[config.mk]
export PLATFORM = sky130hd
export DESIGN_NAME = addr_demux_flat
export DESIGN_NICKNAME = d
export VERILOG_FILES = /design/src/source/tile_pkg.sv /design/src/source/mem_port_if.sv /design/src/source/addr_demux.sv /design/src/flat_wrapper.sv
export SDC_FILE = /design/constraint.sdc
export NUM_CORES = 1
export LEC_CHECK = 0
export BUFFER_PORTS_ARGS = -buffer_cell sky130_fd_sc_hd__buf_2
export CAP_MARGIN = 20
export CORE_AREA = 10 10 115 117
export CTS_CLUSTER_SIZE = 8
export DETAILED_ROUTE_END_ITERATION = 8
export DIE_AREA = 0 0 125 127
export HOLD_SLACK_MARGIN = 0.06
export PLACE_DENSITY = 0.66
export SLEW_MARGIN = 5
export SYNTH_ARGS = -nofsm -noshare
export SYNTH_HDL_FRONTEND = slang
export SYNTH_SLANG_ARGS = --single-unit
[constraint.sdc]
create_clock -name clk_i -period 6.34 [get_ports clk_i]
set_input_delay 1.268 -clock clk_i [delete_from_list [all_inputs] [get_ports clk_i]]
set_output_delay 1.268 -clock clk_i [all_outputs]
set_load 0.005 [all_outputs]
[src/source/tile_pkg.sv]
// Tile memory package
package tile_pkg;

  // Bus widths
  typedef logic [31:0] addr_t;  // Byte address
  typedef logic [31:0] data_t;  // One data word
  typedef logic [3:0]  be_t;    // One enable bit per byte lane

  // Default geometry of the scratchpad
  localparam int unsigned DEF_N_BANKS      = 4;    // Word interleaved banks
  localparam int unsigned DEF_N_WORDS_BANK = 256;  // Depth of one bank

  // Address map
  localparam addr_t L1_ADDR_START = 32'h1000_0000;  // Scratchpad base
  localparam addr_t L2_ADDR_START = 32'h8000_0000;  // First L2 byte
  localparam addr_t L2_ADDR_END   = 32'h9000_0000;  // First byte past L2

  // Processor side in-flight tracking
  localparam int unsigned MAX_OUTSTANDING = 2;  // Transactions tracked by the demux

  typedef logic [$clog2(MAX_OUTSTANDING+1)-1:0] cnt_t;  // Outstanding counter

  // Decoded target of a processor request
  typedef enum logic [1:0] {
    TGT_L1,  // Banked scratchpad
    TGT_L2,  // External L2 port
    TGT_ERR  // Unmapped address
  } tgt_e;

endpackage

[src/source/mem_port_if.sv]
// Memory port bundle
`timescale 1ns/1ns
interface mem_port_if
  import tile_pkg::*;
(
  input logic clk_i  // Tile clock of this port
);

  // Request side
  logic  req;     // Request strobe
  addr_t addr;    // Byte or word address
  logic  we;      // Write when high
  be_t   be;      // Byte enables
  data_t wdata;   // Write data
  logic  gnt;     // Request accepted

  // Response side
  logic  rvalid;  // One per granted request
  data_t rdata;   // Read data
  logic  err;     // Error response

  modport initiator (
    input  clk_i,
    output req, addr, we, be, wdata,
    input  gnt, rvalid, rdata, err
  );

  modport target (
    input  clk_i,
    input  req, addr, we, be, wdata,
    output gnt, rvalid, rdata, err
  );

endinterface

[src/source/addr_demux.sv]
// Processor address demux
`timescale 1ns/1ns
module addr_demux
  import tile_pkg::*;
#(
  parameter int unsigned N_WORDS_BANK = DEF_N_WORDS_BANK,
  parameter int unsigned N_BANKS      = DEF_N_BANKS
)(
  input  logic  clk_i,
  input  logic  rstn_i,
  input  logic  clk_en_i,      // Tile clock runs on the next edge

  // Processor side
  input  logic  core_req_i,
  input  addr_t core_addr_i,
  input  logic  core_we_i,
  input  be_t   core_be_i,
  input  data_t core_wdata_i,
  output logic  core_gnt_o,
  output logic  core_rvalid_o,
  output data_t core_rdata_o,
  output logic  core_err_o,

  // Scratchpad side
  mem_port_if.initiator l1_o,

  // L2 side
  output logic  l2_req_o,
  output addr_t l2_addr_o,
  output logic  l2_we_o,
  output be_t   l2_be_o,
  output data_t l2_wdata_o,
  input  logic  l2_gnt_i,
  input  logic  l2_rvalid_i,
  input  data_t l2_rdata_i,
  input  logic  l2_err_i
);

  localparam addr_t L1_ADDR_END = L1_ADDR_START + addr_t'(N_BANKS * N_WORDS_BANK * 4);

  tgt_e tgt;        // Target of the current request
  tgt_e tgt_q;      // Target of transactions in flight
  cnt_t cnt_q;      // Transactions in flight
  logic stall;      // New request must wait
  logic tgt_gnt;    // Grant from the selected target
  logic accept;     // Request granted this cycle
  logic rsp_valid;  // Response from the target in flight
  logic done;       // Response returned this cycle
  logic err_q;      // Local error response pending

  // Two rule address map, anything else is an error
  always_comb begin
    if (core_addr_i >= L1_ADDR_START && core_addr_i < L1_ADDR_END) begin
      tgt = TGT_L1;
    end else if (core_addr_i >= L2_ADDR_START && core_addr_i < L2_ADDR_END) begin
      tgt = TGT_L2;
    end else begin
      tgt = TGT_ERR;
    end
  end

  // Keep responses in order by never mixing targets in flight
  assign stall = ~clk_en_i
               | (cnt_q == cnt_t'(MAX_OUTSTANDING))
               | ((cnt_q != '0) & (tgt != tgt_q));

  assign l1_o.req   = core_req_i & ~stall & (tgt == TGT_L1);
  assign l1_o.addr  = core_addr_i;
  assign l1_o.we    = core_we_i;
  assign l1_o.be    = core_be_i;
  assign l1_o.wdata = core_wdata_i;

  assign l2_req_o   = core_req_i & ~stall & (tgt == TGT_L2);  // Passed through unchanged
  assign l2_addr_o  = core_addr_i;
  assign l2_we_o    = core_we_i;
  assign l2_be_o    = core_be_i;
  assign l2_wdata_o = core_wdata_i;

  always_comb begin
    case (tgt)
      TGT_L1:  tgt_gnt = l1_o.gnt;
      TGT_L2:  tgt_gnt = l2_gnt_i;
      default: tgt_gnt = 1'b1;  // Error responder accepts at once
    endcase
  end

  assign accept     = core_req_i & ~stall & tgt_gnt;
  assign core_gnt_o = accept;

  // Response mux follows the target in flight
  always_comb begin
    rsp_valid    = 1'b0;
    core_rdata_o = '0;
    core_err_o   = 1'b0;
    case (tgt_q)
      TGT_L1: begin
        rsp_valid    = l1_o.rvalid;
        core_rdata_o = l1_o.rdata;
        core_err_o   = l1_o.err;
      end
      TGT_L2: begin
        rsp_valid    = l2_rvalid_i;
        core_rdata_o = l2_rdata_i;
        core_err_o   = l2_err_i;
      end
      default: begin
        rsp_valid  = err_q;  // Read data stays zero
        core_err_o = err_q;
      end
    endcase
  end

  assign done          = rsp_valid & (cnt_q != '0);  // Ignore strays with nothing in flight
  assign core_rvalid_o = done;

  always_ff @(posedge clk_i or negedge rstn_i) begin
    if (!rstn_i) begin
      cnt_q <= '0;
      tgt_q <= TGT_L1;
      err_q <= 1'b0;
    end else begin
      cnt_q <= cnt_q + cnt_t'(accept) - cnt_t'(done);
      if (accept) begin
        tgt_q <= tgt;
      end
      err_q <= accept & (tgt == TGT_ERR);  // Error rvalid one cycle after grant
    end
  end

endmodule

[src/flat_wrapper.sv]
// flat-port wrapper written by rule: the top's interface ports become plain ports
module addr_demux_flat import tile_pkg::*;
#(
  parameter int unsigned N_WORDS_BANK = DEF_N_WORDS_BANK,
  parameter int unsigned N_BANKS      = DEF_N_BANKS
)
  (clk_i, rstn_i, clk_en_i, core_req_i, core_addr_i, core_we_i, core_be_i, core_wdata_i, core_gnt_o, core_rvalid_o, core_rdata_o, core_err_o, l2_req_o, l2_addr_o, l2_we_o, l2_be_o, l2_wdata_o, l2_gnt_i, l2_rvalid_i, l2_rdata_i, l2_err_i, l1_o_req, l1_o_addr, l1_o_we, l1_o_be, l1_o_wdata, l1_o_gnt, l1_o_rvalid, l1_o_rdata, l1_o_err);
  mem_port_if l1_o_i (.clk_i(clk_i));
  input  logic clk_i;
  input  logic rstn_i;
  input  logic clk_en_i;
  input  logic core_req_i;
  input  addr_t core_addr_i;
  input  logic core_we_i;
  input  be_t core_be_i;
  input  data_t core_wdata_i;
  output logic core_gnt_o;
  output logic core_rvalid_o;
  output data_t core_rdata_o;
  output logic core_err_o;
  output logic l2_req_o;
  output addr_t l2_addr_o;
  output logic l2_we_o;
  output be_t l2_be_o;
  output data_t l2_wdata_o;
  input  logic l2_gnt_i;
  input  logic l2_rvalid_i;
  input  data_t l2_rdata_i;
  input  logic l2_err_i;
  output wire logic [$bits(l1_o_i.req)-1:0] l1_o_req;
  output wire logic [$bits(l1_o_i.addr)-1:0] l1_o_addr;
  output wire logic [$bits(l1_o_i.we)-1:0] l1_o_we;
  output wire logic [$bits(l1_o_i.be)-1:0] l1_o_be;
  output wire logic [$bits(l1_o_i.wdata)-1:0] l1_o_wdata;
  input wire logic [$bits(l1_o_i.gnt)-1:0] l1_o_gnt;
  input wire logic [$bits(l1_o_i.rvalid)-1:0] l1_o_rvalid;
  input wire logic [$bits(l1_o_i.rdata)-1:0] l1_o_rdata;
  input wire logic [$bits(l1_o_i.err)-1:0] l1_o_err;
  assign l1_o_req = l1_o_i.req;
  assign l1_o_addr = l1_o_i.addr;
  assign l1_o_we = l1_o_i.we;
  assign l1_o_be = l1_o_i.be;
  assign l1_o_wdata = l1_o_i.wdata;
  assign l1_o_i.gnt = l1_o_gnt;
  assign l1_o_i.rvalid = l1_o_rvalid;
  assign l1_o_i.rdata = l1_o_rdata;
  assign l1_o_i.err = l1_o_err;
  addr_demux #(.N_WORDS_BANK(N_WORDS_BANK), .N_BANKS(N_BANKS)) u_core (.clk_i(clk_i), .rstn_i(rstn_i), .clk_en_i(clk_en_i), .core_req_i(core_req_i), .core_addr_i(core_addr_i), .core_we_i(core_we_i), .core_be_i(core_be_i), .core_wdata_i(core_wdata_i), .core_gnt_o(core_gnt_o), .core_rvalid_o(core_rvalid_o), .core_rdata_o(core_rdata_o), .core_err_o(core_err_o), .l1_o(l1_o_i), .l2_req_o(l2_req_o), .l2_addr_o(l2_addr_o), .l2_we_o(l2_we_o), .l2_be_o(l2_be_o), .l2_wdata_o(l2_wdata_o), .l2_gnt_i(l2_gnt_i), .l2_rvalid_i(l2_rvalid_i), .l2_rdata_i(l2_rdata_i), .l2_err_i(l2_err_i));
endmodule
# ---- Word level (Yosys, flattened, before mapping)
# Cells that the tools add are included.
dict set report totals {
  out_inout_bits 175
  elab_cells 36
  regBits 5
}
dict set report op_classes {
  muxes 6
  bitwise 11
  order_cmp 4
  n_eq_ne 5
  reduce_logical 5
  addsub 2
}
# cell n
set ops {}
lappend ops {{$pmux W32 S2} 1}
lappend ops {{$ge A32 B29 Y1 const B} 1}
lappend ops {{$ge A32 B32 Y1 const B} 1}
lappend ops {{$lt A32 B29 Y1 const B} 1}
lappend ops {{$lt A32 B32 Y1 const B} 1}
lappend ops {{$and A1 B1 Y1} 7}
lappend ops {{$pmux W1 S2} 3}
lappend ops {{$eq A2 B1 Y1 const B} 2}
lappend ops {{$eq A2 B2 Y1 const B} 2}
lappend ops {{$logic_not A2 Y1} 2}
lappend ops {{$mux W2} 2}
lappend ops {{$add A2 B1 Y2} 1}
lappend ops {{$logic_and A1 B1 Y1} 2}
lappend ops {{$ne A2 B2 Y1} 1}
lappend ops {{$not A1 Y1} 2}
lappend ops {{$or A1 B1 Y1} 2}
lappend ops {{$reduce_bool A2 Y1} 1}
lappend ops {{$sub A2 B1 Y2} 1}

# ---- Depth between registers and ports, before layout
dict set report logic_depth {
  ltp_word 12
  ltp_mapped 10
  depth_no_buf 10
}

# ---- Least setup slack after synthesis
# OpenSTA, ideal clock, no wires.
dict set report synth_timing {
  path_kind {in2out}
  startpoint {input core_addr_i[28]}
  endpoint {output core_gnt_o}
  path_stages 6
  arrival_time_ns 2.600
  n_path_buf 0
  slack_ns 2.472
  t_required_ns 5.072
  cell_sequence {or4b_4 -> nand4b_2 -> mux2i_2 -> o311ai_4 -> or3_4 -> inv_1}
}
dict set report synth_via {
  elab_chain_len 10
  word_cells_on_any_way 17
}
# element line_no
set synth_rtl {}
lappend synth_rtl {{start: declaration} flat_wrapper.sv:13} ;# input addr_t core_addr_i;
lappend synth_rtl {{$ge A32 B32 Y1 or $lt A32 B32 Y1 (tied branches)} addr_demux.sv:55} ;# end else if (core_addr_i >= L2_ADDR_START && core_addr_i < L2_ADDR_END) begin
lappend synth_rtl {{$logic_and A1 B1 Y1} addr_demux.sv:55}
lappend synth_rtl {{$mux W2} addr_demux.sv:55}
lappend synth_rtl {{$mux W2 *} addr_demux.sv:53} ;# if (core_addr_i >= L1_ADDR_START && core_addr_i < L1_ADDR_END) begin
lappend synth_rtl {{$ne A2 B2 Y1} addr_demux.sv:65} ;# | ((cnt_q != '0) & (tgt != tgt_q));
lappend synth_rtl {{$and A1 B1 Y1} addr_demux.sv:65}
lappend synth_rtl {{$or A1 B1 Y1} addr_demux.sv:65}
lappend synth_rtl {{$not A1 Y1} addr_demux.sv:87} ;# assign accept = core_req_i & ~stall & tgt_gnt;
lappend synth_rtl {{$and A1 B1 Y1} addr_demux.sv:87}
lappend synth_rtl {{$and A1 B1 Y1 *} addr_demux.sv:87}
lappend synth_rtl {{end: declaration} flat_wrapper.sv:17} ;# output logic core_gnt_o;
# Every way passes the cells marked *; elsewhere a longest branch is shown, timed or not.

# ---- Worst setup path in the final report
# Same ends and word-level chain as after synthesis.

==> results_dict.tcl <==
set metrics [dict create \
    hold_path_class "flop to flop" \
    fmax_mhz 239 \
    final_common_cell "buf_2" \
    post_cts_buffers 0 \
    synth-seq-cells 5 \
    grt_pass1_wl_mm 9.62 \
    ctsResizeCount 0 \
    die_width_um 125 \
    grt_max_degree 26 \
    arrival_ns 2.92 \
    slew_headroom_pct 56.1 \
    multiInputGateArea_um2 744 \
    io_pins 318 \
    status "completed" \
    first_pass_iters 4 \
    htreeDepth 1 \
    reg2reg_slack_ns 3.44 \
    port_buffers 170 \
    cts_tree "done" \
    drive_above_1_share_pct 63.6 \
    start_util_pct 17.5 \
    n_antenna_cell 0 \
    worstSetupStartpointType "primary input" \
    maxSlewViolCount 0 \
    ant_nets 0 \
    core_um2 11100 \
    die_h_um 127 \
    placed_cell_area_um2 1920 \
    cp_max_fo 6 \
    grt_setup_unrepaired "false" \
    antenna_found_initial 0 \
    die-area_um2 15900 \
    seq_area_um2 126 \
    synthCells 256 \
    critPathRequiredTime_ns 5.07 \
    post-route-util_pct 18.0 \
    cap_violations 0 \
    setup_viol 0 \
    final_cells 429 \
    p_leak_nw 1.11 \
    wire_per_inst_um 15.2 \
    tightest_slew_ns 0.658 \
    synthTopCellsByArea "buf_4 (53%), mux2i_1 (16%), nor2_1 (7.5%)" \
    fin_setup_tns_ns 0 \
    finClkSkew_ns 0.000253 \
    wl_mm 6.54 \
    row_count 39 \
    grt_pass1_vias 1715 \
    finalNetCount 432 \
    place.gp.congestion 0.685 \
    synth_top_area_share_pct 53.3 \
    clkTransAtPathRegs_ns 0.03 \
    synth_area_um2 1940 \
    p_per_area_nw_per_um2 302 \
    cts_max_path_buffers 2 \
    dp.cells 425 \
    r2r_cells 11 \
    seq_area_frac_synth_pct 6.44 \
    areaGrowthSynthToFinish_pct 3.03 \
    yosysTopAreaCell "buf_4" \
    track_usage_pct 7.28 \
    post_drt_via_cell_ratio 3.66 \
    num-fill-cells 1285 \
    worstHoldPathCells 2 \
    dp_hpwl_mm 5.84 \
    hold_viol_final 0 \
    yosysWarningCount 0 \
    drtIter0Drc 29 \
    critPathKind "primary input to output port" \
    syn_area_per_cell_um2 7.59 \
    final_area_um2 2000 \
    insertion_delay_ns 0.23 \
    finalCritPeriodShare_pct 66.0 \
    num_vias 1571 \
    layout_common_cells "buf_2 (170), nor2_1 (39), mux2i_1 (32), nor4_1 (4), dfrtp_1 (4)" \
    period_needed_ns 4.19 \
    numCtsBuffers 3 \
    drc 0 \
    crit_path_end_kind "output port" \
    grt_overflow 0 \
    ir_drop_mv 0.141 \
    cts_root_buffer "clkbuf_16" \
    ys_types 28 \
    syn_nets 401 \
    holdBufCountCts 0 \
    cts_sinks 5 \
]
## where the power goes
part | leakage (nW) | internal [mW] | switching, mW | total (mW)
clock network | 0.0382 | 0.0832 | 0.0196 | 0.103
registers | 0.0598 | 0.0481 | 0.0470 | 0.0951
logic | 1.02 | 0.210 | 0.196 | 0.406
total | 1.11 | 0.342 | 0.262 | 0.604
## final cells by class
type | instances | area share [%]
inverter | 2 | 0.375
clock buffer | 4 | 3.94
multi-input combinational | 103 | 37.2
tap | 143 | 8.94
timing repair buffer | 172 | 43.2
sequential | 5 | 6.31
## layer usage
metal	wire length [um]	global-route usage [%]
met1	2230	6.84
met2	3190	12.8
met3	854	3.64
met5	0	0
met4	266	3.93
## through the flow
| stage | hold slack, ns | total power [mW] | worst slack (ns) |
|---|---|---|---|
| global route | 0.625 | 0.665 | 2.05 |
| floorplan | 0.553 | 0.393 | 2.47 |
| global placement | 0.591 | 0.516 | 2.17 |
| CTS | 0.597 | 0.623 | 2.14 |
| detailed placement | 0.582 | 0.516 | 2.14 |
| finish | 0.599 | 0.604 | 2.15 |
## critical path: stages
cell,delay (ns)
buf_2,0.13
or4b_4,0.57
nand4b_2,0.13
mux2i_2,0.10
o311ai_4,0.37
or3_4,0.20
inv_1,0.03
buf_2,0.11
## sequential cells by signal, indices dropped and copies added (netlist names)
register and flops:
u_core.cnt_q 2, u_core.tgt_q 2, u_core.err_q 1
## logic make-up (layout without fill, tap and decap cells)
logic type      count (synthesis)  after routing  share of synthesized area [%]
buf+inv                       148            178                           55.2
simple gates                   60             60                           15.6
mux                            33             33                           17.2
compound gates                  6              6                           3.35
flops                           5              5                           6.44
fa+ha+maj                       2              2                           1.29
xor+xnor                        2              2                          0.902
## synthesized netlist by cell type
cell and instances:
a211oi_1 2, a21o_1 1, and2_1 1, buf_1 4, buf_4 138, clkbuf_1 4, dfrtp_1 5, ha_1 2
inv_1 2, mux2i_1 32, mux2i_2 1, nand2_1 1, nand2b_1 1, nand3_1 2, nand4b_1 1, nand4b_2 1
nor2_1 39, nor2b_1 3, nor3_1 1, nor3b_1 2, nor4_1 4, nor4b_1 2, o21ai_1 1, o311ai_4 1
o32a_2 1, or3_4 1, or4b_4 1, xnor2_1 2
## worst paths after layout
kind | startpoint | endpoint
max in group asynchronous | rstn_i | u_core.tgt_q[0]
worst min-delay path | u_core.cnt_q[1] | u_core.cnt_q[1]
min in group asynchronous | rstn_i | u_core.err_q
worst min register to register | u_core.cnt_q[1] | u_core.cnt_q[1]
worst max register to register | u_core.tgt_q[1] | u_core.cnt_q[1]
worst max-delay path | core_addr_i[28] | core_gnt_o
No activity file was read; power rests on OpenSTA's default activity.
